$ cat config.mk
export PLATFORM = sky130hd
export DESIGN_NAME = lwc_ctrl_top
export DESIGN_NICKNAME = d
export VERILOG_FILES = /design/src/lwc_api_pkg.sv /design/src/lwc_ctrl_pkg.sv /design/src/lwc_segment_loader.sv /design/src/lwc_operation_flow.sv /design/src/lwc_do_writer.sv /design/src/lwc_ctrl_top.sv
export SDC_FILE = /design/constraint.sdc
export NUM_CORES = 1
export LEC_CHECK = 0
export ABC_AREA = 1
export BUFFER_PORTS_ARGS = -buffer_cell sky130_fd_sc_hd__buf_4
export CAP_MARGIN = 20
export CORE_MARGIN = 5
export CORE_UTILIZATION = 50
export CTS_BUF_LIST = sky130_fd_sc_hd__clkbuf_16
export DETAILED_ROUTE_END_ITERATION = 10
export GPL_TIMING_DRIVEN = 1
export PLACE_DENSITY_LB_ADDON = 0.08
export RECOVER_POWER = 50
export SYNTH_ARGS = -nofsm -noshare
export SYNTH_HDL_FRONTEND = slang
export SYNTH_SLANG_ARGS = --single-unit
$ cat constraint.sdc
create_clock -name clk -period 4.2 [get_ports clk]
set_input_delay 0.42 -clock clk [delete_from_list [all_inputs] [get_ports clk]]
set_output_delay 0.42 -clock clk [all_outputs]
set_load 0.01 [all_outputs]
$ cat src/lwc_api_pkg.sv
// ############################
// External protocol definitions
// Bus word and length types, opcodes, header field positions
// and the stream structs of the cipher and DO ports
// ############################

package lwc_api_pkg;

    // Bus and segment widths
    typedef logic [31:0] word_t;
    typedef logic [15:0] length_t;
    typedef logic [2:0]  nbytes_t;
    typedef logic [3:0]  opcode_t;

    // Instruction opcodes
    localparam opcode_t OP_ACTIVATE_KEY = 4'b0111;
    localparam opcode_t OP_LOAD_KEY     = 4'b0100;
    localparam opcode_t OP_HASH         = 4'b1000;

    // Segment types written on DO
    localparam opcode_t HDR_HASH_VALUE = 4'b1001;
    localparam opcode_t STATUS_SUCCESS = 4'b1110;

    // Header word layout
    localparam int HDR_TYPE_MSB = 31;
    localparam int HDR_TYPE_LSB = 28;
    localparam int HDR_EOT_BIT  = 25;
    localparam int HDR_LAST_BIT = 24;
    localparam int HDR_LEN_MSB  = 15;
    localparam int HDR_LEN_LSB  = 0;

    // Bytes per bus word and per hash digest
    localparam length_t WORD_BYTES = 16'd4;
    localparam length_t HASH_BYTES = 16'd32;

    typedef enum logic {
        DIN_KEY  = 1'b0,
        DIN_HASH = 1'b1
    } din_kind_e;

    // Word towards the cipher core, tagged with its byte count and end flags
    typedef struct packed {
        word_t     data;
        din_kind_e kind;
        nbytes_t   nbytes;
        logic      last;
        logic      eot;
    } cipher_din_t;

    // Cipher output and DO word
    typedef struct packed {
        word_t data;
        logic  last;
    } out_word_t;

endpackage

$ cat src/lwc_ctrl_pkg.sv
// ############################
// Internal controller definitions
// FSM state enums, segment command and DO message code
// ############################

package lwc_ctrl_pkg;

    import lwc_api_pkg::*;

    // Operation sequencer states
    typedef enum logic [2:0] {
        FLOW_IDLE,
        FLOW_KEY_INST,
        FLOW_KEY_SEG,
        FLOW_HASH_HDR,
        FLOW_HASH_SEG,
        FLOW_HASH_OUT,
        FLOW_STATUS
    } flow_state_e;

    // Segment loader states
    typedef enum logic [1:0] {
        LD_IDLE,
        LD_HEADER,
        LD_DATA,
        LD_FINAL
    } loader_state_e;

    // Issued with the segment start pulse
    typedef struct packed {
        din_kind_e kind;
    } seg_cmd_t;

    // Message requested from the DO writer
    typedef enum logic [1:0] {
        MSG_NONE,
        MSG_HASH_HDR,
        MSG_STATUS
    } do_msg_e;

endpackage

$ cat src/lwc_segment_loader.sv
// ############################
// Segment loader
// Parses one segment header, counts bytes down and forwards
// tagged data words, or one empty block for a zero length
// ############################

`timescale 1ns/10ps

module lwc_segment_loader
    import lwc_api_pkg::*;
    import lwc_ctrl_pkg::*;
(
    input  logic        clk,
    input  logic        rst,
    input  logic        seg_start,
    input  seg_cmd_t    seg_cmd,
    input  word_t       seg_in,
    input  logic        seg_in_valid,
    output logic        seg_in_ready,
    output cipher_din_t cipher_din,
    output logic        cipher_din_valid,
    input  logic        cipher_din_ready,
    output logic        seg_done,
    output logic        seg_eot
);

    loader_state_e state;
    loader_state_e state_next;
    length_t       remaining;
    length_t       hdr_len;
    logic          eot_q;
    din_kind_e     kind_q;
    logic          out_free;
    logic          hdr_take;
    logic          hdr_empty;
    logic          data_take;
    logic          final_word;

    // One-entry output register towards the cipher
    assign out_free = !cipher_din_valid || cipher_din_ready;

    assign seg_in_ready = (state == LD_HEADER) || ((state == LD_DATA) && out_free);
    assign hdr_take     = (state == LD_HEADER) && seg_in_valid;
    assign hdr_len      = seg_in[HDR_LEN_MSB:HDR_LEN_LSB];
    assign hdr_empty    = hdr_take && (hdr_len == '0);
    assign data_take    = (state == LD_DATA) && seg_in_valid && out_free;
    assign final_word   = (remaining <= WORD_BYTES);
    assign seg_eot      = eot_q;

    always_comb begin
        state_next = state;
        case (state)
            LD_IDLE: begin
                if (seg_start) begin
                    state_next = LD_HEADER;
                end
            end
            LD_HEADER: begin
                if (hdr_empty) begin
                    state_next = LD_FINAL;
                end else if (hdr_take) begin
                    state_next = LD_DATA;
                end
            end
            LD_DATA: begin
                if (data_take && final_word) begin
                    state_next = LD_FINAL;
                end
            end
            // Final word or empty block waits for the cipher
            LD_FINAL: begin
                if (cipher_din_valid && cipher_din_ready) begin
                    state_next = LD_IDLE;
                end
            end
            default: begin
                state_next = LD_IDLE;
            end
        endcase
    end

    always_ff @(posedge clk or negedge rst) begin
        if (!rst) begin
            state            <= LD_IDLE;
            cipher_din_valid <= 1'b0;
            seg_done         <= 1'b0;
            eot_q            <= 1'b0;
            remaining        <= '0;
        end else begin
            state    <= state_next;
            seg_done <= (state == LD_FINAL) && cipher_din_valid && cipher_din_ready;
            if (hdr_empty || data_take) begin
                cipher_din_valid <= 1'b1;
            end else if (cipher_din_ready) begin
                cipher_din_valid <= 1'b0;
            end
            if (hdr_take) begin
                eot_q     <= seg_in[HDR_EOT_BIT];
                remaining <= hdr_len;
            end else if (data_take && !final_word) begin
                remaining <= remaining - WORD_BYTES;
            end
        end
    end

    always_ff @(posedge clk) begin
        if (seg_start) begin
            kind_q <= seg_cmd.kind;
        end
        if (hdr_empty) begin
            cipher_din.data   <= '0;
            cipher_din.kind   <= kind_q;
            cipher_din.nbytes <= '0;
            cipher_din.last   <= 1'b1;
            cipher_din.eot    <= seg_in[HDR_EOT_BIT];
        end else if (data_take) begin
            cipher_din.data   <= seg_in;
            cipher_din.kind   <= kind_q;
            // Partial count only on the closing word
            cipher_din.nbytes <= final_word ? nbytes_t'(remaining) : nbytes_t'(WORD_BYTES);
            cipher_din.last   <= final_word;
            cipher_din.eot    <= final_word && eot_q;
        end
    end

endmodule

$ cat src/lwc_operation_flow.sv
// ############################
// Operation flow
// Instruction dispatch, PDI/SDI routing to the loader
// and the segment and message sequence per operation
// ############################

`timescale 1ns/10ps

module lwc_operation_flow
    import lwc_api_pkg::*;
    import lwc_ctrl_pkg::*;
(
    input  logic     clk,
    input  logic     rst,
    input  word_t    pdi,
    input  logic     pdi_valid,
    output logic     pdi_ready,
    input  word_t    sdi,
    input  logic     sdi_valid,
    output logic     sdi_ready,
    output logic     seg_start,
    output seg_cmd_t seg_cmd,
    output word_t    seg_in,
    output logic     seg_in_valid,
    input  logic     seg_in_ready,
    input  logic     seg_done,
    input  logic     seg_eot,
    output do_msg_e  msg,
    output logic     msg_valid,
    input  logic     msg_ready,
    output logic     hash_pass,
    input  logic     hash_done
);

    flow_state_e state;
    flow_state_e state_next;
    logic        armed;
    logic        hdr_sent;
    logic        start_next;
    opcode_t     pdi_op;
    opcode_t     sdi_op;

    assign pdi_op = pdi[HDR_TYPE_MSB:HDR_TYPE_LSB];
    assign sdi_op = sdi[HDR_TYPE_MSB:HDR_TYPE_LSB];

    // Loader stream comes from SDI for keys and PDI for hash data
    assign seg_in       = (state == FLOW_KEY_SEG) ? sdi : pdi;
    assign seg_in_valid = ((state == FLOW_KEY_SEG) && sdi_valid) ||
                          ((state == FLOW_HASH_SEG) && pdi_valid);
    assign seg_cmd.kind = (state == FLOW_KEY_SEG) ? DIN_KEY : DIN_HASH;

    // Instruction words are held off until the first cycle after reset has passed
    assign pdi_ready = ((state == FLOW_IDLE) && armed) ||
                       ((state == FLOW_HASH_SEG) && seg_in_ready);
    assign sdi_ready = (state == FLOW_KEY_INST) ||
                       ((state == FLOW_KEY_SEG) && seg_in_ready);

    assign hash_pass = (state == FLOW_HASH_OUT);

    always_comb begin
        msg       = MSG_NONE;
        msg_valid = 1'b0;
        if ((state == FLOW_HASH_HDR) && !hdr_sent) begin
            msg       = MSG_HASH_HDR;
            msg_valid = 1'b1;
        end else if (state == FLOW_STATUS) begin
            msg       = MSG_STATUS;
            msg_valid = 1'b1;
        end
    end

    always_comb begin
        state_next = state;
        start_next = 1'b0;
        case (state)
            FLOW_IDLE: begin
                if (armed && pdi_valid) begin
                    case (pdi_op)
                        OP_ACTIVATE_KEY: state_next = FLOW_KEY_INST;
                        OP_HASH:         state_next = FLOW_HASH_HDR;
                        default:         state_next = FLOW_IDLE;
                    endcase
                end
            end
            FLOW_KEY_INST: begin
                if (sdi_valid && (sdi_op == OP_LOAD_KEY)) begin
                    state_next = FLOW_KEY_SEG;
                    start_next = 1'b1;
                end else if (sdi_valid) begin
                    state_next = FLOW_IDLE;
                end
            end
            FLOW_KEY_SEG: begin
                if (seg_done && seg_eot) begin
                    state_next = FLOW_IDLE;
                end else if (seg_done) begin
                    start_next = 1'b1;
                end
            end
            // Second ready after the header was taken means it is leaving on DO
            FLOW_HASH_HDR: begin
                if (hdr_sent && msg_ready) begin
                    state_next = FLOW_HASH_SEG;
                    start_next = 1'b1;
                end
            end
            FLOW_HASH_SEG: begin
                if (seg_done && seg_eot) begin
                    state_next = FLOW_HASH_OUT;
                end else if (seg_done) begin
                    start_next = 1'b1;
                end
            end
            FLOW_HASH_OUT: begin
                if (hash_done) begin
                    state_next = FLOW_STATUS;
                end
            end
            FLOW_STATUS: begin
                if (msg_ready) begin
                    state_next = FLOW_IDLE;
                end
            end
            default: begin
                state_next = FLOW_IDLE;
            end
        endcase
    end

    always_ff @(posedge clk or negedge rst) begin
        if (!rst) begin
            state     <= FLOW_IDLE;
            armed     <= 1'b0;
            hdr_sent  <= 1'b0;
            seg_start <= 1'b0;
        end else begin
            state     <= state_next;
            armed     <= 1'b1;
            seg_start <= start_next;
            hdr_sent  <= (state_next == FLOW_HASH_HDR) && (hdr_sent || (msg_valid && msg_ready));
        end
    end

endmodule

$ cat src/lwc_do_writer.sv
// ############################
// DO writer
// Builds hash header and status words, passes hash words
// through the same one-entry output register
// ############################

`timescale 1ns/10ps

module lwc_do_writer
    import lwc_api_pkg::*;
    import lwc_ctrl_pkg::*;
(
    input  logic      clk,
    input  logic      rst,
    input  do_msg_e   msg,
    input  logic      msg_valid,
    output logic      msg_ready,
    input  logic      hash_pass,
    input  out_word_t cipher_dout,
    input  logic      cipher_dout_valid,
    output logic      cipher_dout_ready,
    output logic      hash_done,
    output out_word_t do_word,
    output logic      do_valid,
    input  logic      do_ready
);

    out_word_t msg_word;
    logic      out_free;
    logic      msg_take;
    logic      hash_take;

    assign out_free          = !do_valid || do_ready;
    assign msg_ready         = out_free;
    assign cipher_dout_ready = hash_pass && out_free;
    assign msg_take          = msg_valid && out_free;
    assign hash_take         = cipher_dout_valid && cipher_dout_ready;

    always_comb begin
        msg_word = '0;
        case (msg)
            MSG_HASH_HDR: begin
                msg_word.data[HDR_TYPE_MSB:HDR_TYPE_LSB] = HDR_HASH_VALUE;
                msg_word.data[HDR_EOT_BIT]               = 1'b1;
                msg_word.data[HDR_LAST_BIT]              = 1'b1;
                msg_word.data[HDR_LEN_MSB:HDR_LEN_LSB]   = HASH_BYTES;
            end
            // Status closes the DO message
            MSG_STATUS: begin
                msg_word.data[HDR_TYPE_MSB:HDR_TYPE_LSB] = STATUS_SUCCESS;
                msg_word.last                            = 1'b1;
            end
            default: begin
                msg_word = '0;
            end
        endcase
    end

    always_ff @(posedge clk or negedge rst) begin
        if (!rst) begin
            do_valid  <= 1'b0;
            hash_done <= 1'b0;
        end else begin
            hash_done <= hash_take && cipher_dout.last;
            if (msg_take || hash_take) begin
                do_valid <= 1'b1;
            end else if (do_ready) begin
                do_valid <= 1'b0;
            end
        end
    end

    // Hash words go out with DO last cleared
    always_ff @(posedge clk) begin
        if (msg_take) begin
            do_word <= msg_word;
        end else if (hash_take) begin
            do_word.data <= cipher_dout.data;
            do_word.last <= 1'b0;
        end
    end

endmodule

$ cat src/lwc_ctrl_top.sv
// ############################
// LWC controller top level
// Operation flow, segment loader and DO writer
// ############################

`timescale 1ns/10ps

module lwc_ctrl_top
    import lwc_api_pkg::*;
    import lwc_ctrl_pkg::*;
(
    input  logic        clk,
    input  logic        rst,
    input  word_t       pdi,
    input  logic        pdi_valid,
    output logic        pdi_ready,
    input  word_t       sdi,
    input  logic        sdi_valid,
    output logic        sdi_ready,
    output cipher_din_t cipher_din,
    output logic        cipher_din_valid,
    input  logic        cipher_din_ready,
    input  out_word_t   cipher_dout,
    input  logic        cipher_dout_valid,
    output logic        cipher_dout_ready,
    output out_word_t   do_word,
    output logic        do_valid,
    input  logic        do_ready
);

    // Flow to loader
    logic     seg_start;
    seg_cmd_t seg_cmd;
    word_t    seg_in;
    logic     seg_in_valid;
    logic     seg_in_ready;
    logic     seg_done;
    logic     seg_eot;

    // Flow to writer
    do_msg_e  msg;
    logic     msg_valid;
    logic     msg_ready;
    logic     hash_pass;
    logic     hash_done;

    lwc_operation_flow flow_i (
        .clk          (clk),
        .rst          (rst),
        .pdi          (pdi),
        .pdi_valid    (pdi_valid),
        .pdi_ready    (pdi_ready),
        .sdi          (sdi),
        .sdi_valid    (sdi_valid),
        .sdi_ready    (sdi_ready),
        .seg_start    (seg_start),
        .seg_cmd      (seg_cmd),
        .seg_in       (seg_in),
        .seg_in_valid (seg_in_valid),
        .seg_in_ready (seg_in_ready),
        .seg_done     (seg_done),
        .seg_eot      (seg_eot),
        .msg          (msg),
        .msg_valid    (msg_valid),
        .msg_ready    (msg_ready),
        .hash_pass    (hash_pass),
        .hash_done    (hash_done)
    );

    lwc_segment_loader loader_i (
        .clk              (clk),
        .rst              (rst),
        .seg_start        (seg_start),
        .seg_cmd          (seg_cmd),
        .seg_in           (seg_in),
        .seg_in_valid     (seg_in_valid),
        .seg_in_ready     (seg_in_ready),
        .cipher_din       (cipher_din),
        .cipher_din_valid (cipher_din_valid),
        .cipher_din_ready (cipher_din_ready),
        .seg_done         (seg_done),
        .seg_eot          (seg_eot)
    );

    lwc_do_writer writer_i (
        .clk               (clk),
        .rst               (rst),
        .msg               (msg),
        .msg_valid         (msg_valid),
        .msg_ready         (msg_ready),
        .hash_pass         (hash_pass),
        .cipher_dout       (cipher_dout),
        .cipher_dout_valid (cipher_dout_valid),
        .cipher_dout_ready (cipher_dout_ready),
        .hash_done         (hash_done),
        .do_word           (do_word),
        .do_valid          (do_valid),
        .do_ready          (do_ready)
    );

endmodule

======== After elaboration in Yosys (flattened, before gate mapping) ========
Index checks and enable logic that the tools add are counted.
operators by class
  equal/unequal tests ..................... 19
  magnitude comparators ................... 1
  reduce and logical (&&, ||, !) cells .... 49
  muxes and demuxes ....................... 42
  $add $sub $neg .......................... 1
operators with widths
  kind                                                                                count
  33-bit two-way mux                                                                  2
  16-bit two-way mux                                                                  2
  32-bit two-way mux                                                                  1
  3-bit two-way mux                                                                   9
  1-bit logical AND                                                                   26
  3-bit one-hot mux with 7 select lines                                               1
  6-bit two-way mux                                                                   3
  16-bit by 3-bit less-or-equal comparator with 1-bit output (second input constant)  1
  16-bit logical NOT                                                                  1
  2-bit two-way mux                                                                   8
  16-bit by 3-bit subtractor with 16-bit output (second input constant)               1
  1-bit two-way mux                                                                   12
  2-bit nonzero test                                                                  5
  3-bit by 2-bit == test with 1-bit output (second input constant)                    3
  3-bit == test (second input constant)                                               3
  1-bit logical OR                                                                    9
  4-bit by 3-bit == test with 1-bit output (second input constant)                    2
  2-bit one-hot mux with 4 select lines                                               1
  4-bit one-hot mux with 2 select lines                                               1
  2-bit == test (second input constant)                                               3
  2-bit by 1-bit == test with 1-bit output (second input constant)                    2
  4-bit == test (second input constant)                                               1
  1-bit logical NOT                                                                   4
  2-bit inequality test (second input constant)                                       2
  9 further kinds                                                                     9
word-level totals
  output and inout port bits .............. 76
  logic and storage cells ................. 132
  flip-flop bits (word level) ............. 101
  bits of input ports ..................... 104

======== Longest topological paths before layout ========
  depth after elaboration ................. 8
  gate-level depth with buffers ........... 13
  gate-level depth less buffers ........... 12

======== Cells and area by module ========
A second synthesis with hierarchy kept.
unflattened totals
  cells, all modules ...................... 676
  area total of the unflattened synthesis .. 5356.4 sq um
modules (own cells, without submodules)
  module              cells each  instances  area each (sq um)  seq. area each (sq um)
  lwc_segment_loader  392         1          2870.3             1336.3
  lwc_do_writer       178         1          1599.0             940.9
  lwc_operation_flow  106         1          887.1              150.1

======== Worst setup path after synthesis ========
No wires, ideal clock.
  path type ............................... in2reg
  start ................................... input port do_ready
  end ..................................... register writer_i.do_word[0] (netlist name)
  cell stages on the path ................. 7
  setup time .............................. 0.419 ns
  path slack .............................. 1.872 ns
  buffers on the path ..................... 2
  data required time ...................... 3.781 ns
  data arrival time ....................... 1.910 ns
  path through ............................ or2_2 -> inv_1 -> nor2_1 -> nand2_1 -> buf_2 -> buf_1 -> nand2_1
between the ends
  word-level cells in the longest chain between the ends .. 4
  elaborated cells between the ends (all ways) .. 5
  classes of those cells .................. 5 x reduce/logical
RTL lines
  element                              line                 RTL
  start, declared                      lwc_ctrl_top.sv:28   input logic do_ready
  1-bit logical OR                     lwc_do_writer.sv:33  assign out_free = !do_valid || do_ready;
  1-bit logical AND                    lwc_do_writer.sv:35  assign cipher_dout_ready = hash_pass && out_free;
  named net cipher_dout_ready          lwc_ctrl_top.sv:25   output logic cipher_dout_ready,
  1-bit logical AND                    lwc_do_writer.sv:37  assign hash_take = cipher_dout_valid && cipher_dout_ready;
  2-bit nonzero test (no source line)  n/a
The timed path passes the listed nets, and every way through them passes these cells.
A chain may end at the register's enable or synchronous reset.

======== Worst setup path in the final report ========
  start ................................... register flow_i.state[2]
  end ..................................... register loader_i.cipher_din[0] (netlist name)
between the ends
  word-level cells in the longest chain between the ends .. 6
  elaborated cells between the ends (all ways) .. 10
  classes of those cells .................. 2 x eq/ne; 2 x mux; 6 x reduce/logical
RTL lines
  element                                                                     line                       RTL
  start, declared                                                             lwc_operation_flow.sv:35   flow_state_e state;
  start signal, assigned                                                      lwc_operation_flow.sv:137  state <= state_next;
  parallel branches: the longest is 5 deep, another holds 32-bit two-way mux  n/a
  6-bit two-way mux (*)                                                       lwc_segment_loader.sv:110  if (hdr_empty) begin
Every way passes the cells marked *.

==> results <==
- The peak clock frequency supported by timing is 299 MHz.
- The total negative slack is 0 ns.
- The cell area that synthesis handed to floorplanning was 5350 um^2.
- Of the total power, combinational logic draws 0.393.
- STA classifies the critical path startpoint as a register.
- The mean instance size in the synthesized netlist is 7.53 um^2.
- The total design power is 3.83 mW.
- The sequential power share is 0.384.
- The number of buffers and inverters on the critical path is 2.
- Of all nets on the critical path, the largest fanout is 34.
- Measured against its own limit, the worst slew margin works out to -0.0861.
- The worst register-to-register path begins at flow_i.state[2]$_DFF_PN0_.
- Cell internal power was estimated by the tool at 2.30 mW.
- The worst hold-check path type is input pin to register.
- In this run the core area contains 37 standard-cell rows.
- The number of synthesis warnings is 0.
- The count of flip-flops with a built-in enable after synthesis is 26.
- The slowest stage of the critical path belongs to the cell nand3_1.
- For this design the total switching power over the nets is 1.54 mW.
- TritonCTS built the clock tree.
- After synthesis the netlist holds a flip-flop and latch count of 101.
- In this run the remaining antenna-violating nets after routing total 0.
- The most used flip-flop cell after synthesis is dfxtp_1.
- The element type at the critical path end is a register.
- The final-report max-slew violation count is 30.
- The filler-free cell count of the finished design is 1020.
- The flow ran to the end, but the final reports show violations.
- During I/O placement, the number of pins put on the boundary was 180.
- Counting tap cells, the placed design contains a total of 1004 instances.
- In the final layout, the share of cells above drive strength 1 is 0.197.
- The leakage dissipation is 3.18 nW.
- The maximum clock path buffer count is 2.
- The number of setup buffers added after CTS is 0.
- The switching power share of the total is 0.401.
- The signal on the critical path passes through inv_4 -> nand3_1 -> inv_2 -> nand2_1 -> nand2_1 -> nor2_2 -> nand3_2 -> nor2_8 -> nor2_1 -> nor2_1.
- The routed wirelength normalized by instance count is 15.2 um.
- The worst register-to-register path ends at loader_i.cipher_din[0]$_DFFE_PP_.
- Setup repair after global routing left no endpoint under its margin.
- After clock tree synthesis, the clock-pin slew on the worst setup and hold paths is 0.08 ns.
- The global-route wire length before repair is 24600 um.
- The critical path is of the register to register type.
- The number of DRC markers after the initial detailed-route iteration is 343.
- The clock insertion delay at the later pin of the skew report is 0.34 ns.
- The overall routed net length is 15500 um.
- The delay of the slowest cell on the worst path is 0.65 ns.
- The share of total power dissipated in the clock network is 0.223.
- Setup violations remaining at the end of the flow were counted as 0.
- The root buffer cell chosen for the clock tree is clkbuf_16.
- The initial utilization of the core area, before any placement, comes to 0.516.
- The number of cells on the worst reg-to-reg path is 10.
- Summing all flip-flop and latch instances after layout gives 2430 um^2.
- After synthesis, the share of flip-flops with an asynchronous set or reset is 0.287.
- Dividing the final minimum period by the clock period gives 0.797.
- The time the worst path needs with I/O delays and setup is 3.35 ns.
- The library cells used most frequently in the layout, excluding fill and tap cells, are nand2_1 (269), buf_4 (108), clkbuf_1 (75).
- Across the VDD grid, the largest voltage drop is 0.000230 V.
- The power per cell area is 572 nW/um^2.
- Relative to the synthesized area, the layout overhead comes to 25.1%.
- The number of hold violations in the final report came to 0.
- On the final layout, the worst hold slack is 0.285 ns.
- The height of the chip is 113 um.
- The number of instances resized during post-cts repair is 0.
- The number of max-cap violations is 1.
- The maximum number of pins on one net before global-route repair is 44.
- The number of I/O port buffers is 179.
- The slack of the worst reg-to-reg path is 0.85 ns.
- From left edge to right edge, the die measures 113 um.
- The placed instance area is 6690 um^2.
- The number of instances in the synthesized netlist is 711.
- The endpoint of the worst hold-timing path is writer_i.hash_done$_DFF_PN0_.
- When the netlist entered floorplanning its net count stood at 821.
- The critical path's top delay family is simple AND/OR/NAND/NOR gates.
- The count of fill cells added during filler insertion is 1030.
- In this run, post-CTS hold repair placed 0 buffers.
- The proportion of synthesized chip area in sequential cells is 0.453.
- The floorplan die area is 12900 um^2.
- The final reports fail on max-capacitance violations, max-slew violations.
- The number of library cell types mapped by synthesis is 40.
- The overall via count from detail_route is 5138.
- In the routed design, unresolved DRC markers number 0.
- The via count of the first global-routing pass is 4979.
- The total routing resource utilization after global routing is 0.236.
- The floorplan core area is 10400 um^2.
- On the final layout, the worst clock skew is 0.00909 ns.
- The post-route cell area is 6700 um^2.
- The number of antenna violations at the first check in global routing was 0.
- The total half-perimeter wirelength after legalization and detailed placement is 11900 um.
- The placer's final routability congestion estimate is 0.931.
- The hold path startpoint is cipher_dout[0].
- The area of the multi-input gates is 2400 um^2.
- TritonCTS created 9 clock buffers.
- The worst hold path passes through 3 cells.
- 0 antenna diodes ended up in the layout.
- The final-stage net count is 989.
- The count of TritonRoute iterations in the first routing pass is 5.
- For the pin with the worst max-slew slack, the measured transition is 1.63 ns.
- The total global routing overflow is 0.
- The number of vias per cell is 5.04.
- The arrival time at the worst endpoint is 3.55 ns.
- The required time at the endpoint of the critical path is 4.40 ns.
- The clock tree synthesis step divided the H-tree into 3 levels.
- The most common cell after layout, fill and taps aside is nand2_1.
- The clock sink count is 101.
[Yosys cell counts, drive strengths merged, types with 4 or more instances]
| master | instances | area, um^2 |
|---|---|---|
| o21ai | 27 | 150 |
| o211ai | 9 | 67.6 |
| inv | 77 | 292 |
| dfrtp | 29 | 726 |
| dfxtp | 46 | 921 |
| xor2 | 7 | 61.3 |
| nand3 | 35 | 198 |
| edfxtp | 26 | 781 |
| nand4 | 5 | 31.3 |
| o221ai | 6 | 52.6 |
| a21oi | 47 | 344 |
| clkbuf | 7 | 26.3 |
| nor2 | 76 | 319 |
| buf | 19 | 180 |
| nand2 | 275 | 1050 |
| ha | 6 | 75.1 |
| nor3 | 4 | 20.0 |
[worst reg2reg max path: stages, from the launching register on]
cell	delay [ns]
dfrtp_1	0.49
inv_4	0.11
nand3_1	0.65
inv_2	0.45
nand2_1	0.17
nand2_1	0.17
nor2_2	0.23
nand3_2	0.18
nor2_8	0.57
nor2_1	0.09
nor2_1	0.11
[worst max path at each step]
| stage | endpoint | start | cells past startpoint |
|---|---|---|---|
| floorplan | writer_i.do_word[0]$_DFFE_PP_ | do_ready | 7 |
| global placement | loader_i.remaining[6]$_DFFE_PN0P_ | flow_i.state[1]$_DFF_PN0_ | 12 |
| detailed placement | loader_i.remaining[6]$_DFFE_PN0P_ | flow_i.state[1]$_DFF_PN0_ | 12 |
| CTS | loader_i.remaining[6]$_DFFE_PN0P_ | flow_i.state[1]$_DFF_PN0_ | 12 |
| global route | writer_i.do_word[11]$_SDFFCE_PP0P_ | writer_i.do_valid$_DFFE_PN0P_ | 7 |
| finish | loader_i.cipher_din[0]$_DFFE_PP_ | flow_i.state[2]$_DFF_PN0_ | 10 |
[cell type report]
class                           count  share of cell area
Timing Repair Buffer              183               0.163
Tap cell                          136              0.0254
Clock buffer                        9              0.0336
Multi-Input combinational cell    505               0.358
Sequential cell                   101               0.362
Clock inverter                      7              0.0125
Inverter                           79              0.0446
[registers in the layout (all words and copies together), names as in the netlist, 2 cells and up]
signal	cells
flow_i.state	3
loader_i.cipher_din	38
loader_i.remaining	16
loader_i.state	2
writer_i.do_word	33
[cell families after synthesis]
family / count (synthesis) / synth area share
simple gates: 397 / 0.304
buf+inv: 105 / 0.0944
flops: 101 / 0.453
compound gates: 94 / 0.122
xor+xnor: 7 / 0.0115
fa+ha+maj: 6 / 0.0140
other cells: 1 / 0.000700
[through the flow]
| stage | utilization | worst slack (ns) |
|---|---|---|
| after CTS | 0.675 | 1.30 |
| after detailed placement | 0.645 | 1.31 |
| after floorplan | - | 1.87 |
| final | 0.646 | 0.854 |
| after global placement | 0.645 | 1.44 |
| after global routing | 0.646 | 0.576 |
[metal layers]
| metal | track usage | part of all wire |
|---|---|---|
| met1 | 0.308 | 0.43 |
| met2 | 0.393 | 0.48 |
| met3 | 0.0557 | 0.066 |
| met4 | 0.0641 | 0.018 |
| met5 | 0 | 0 |
[power by group through the flow]
stage                     Combinational (mW)  Sequential [mW]  Clock (mW)
after floorplan                        0.977             1.54           0
after global placement                  1.61             1.49           0
after detailed placement                1.64             1.49           0
after CTS                               1.66             1.48       0.862
after global routing                    1.68             1.50       0.916
final                                   1.51             1.47       0.855
Power figures use the tool's default switching activity.
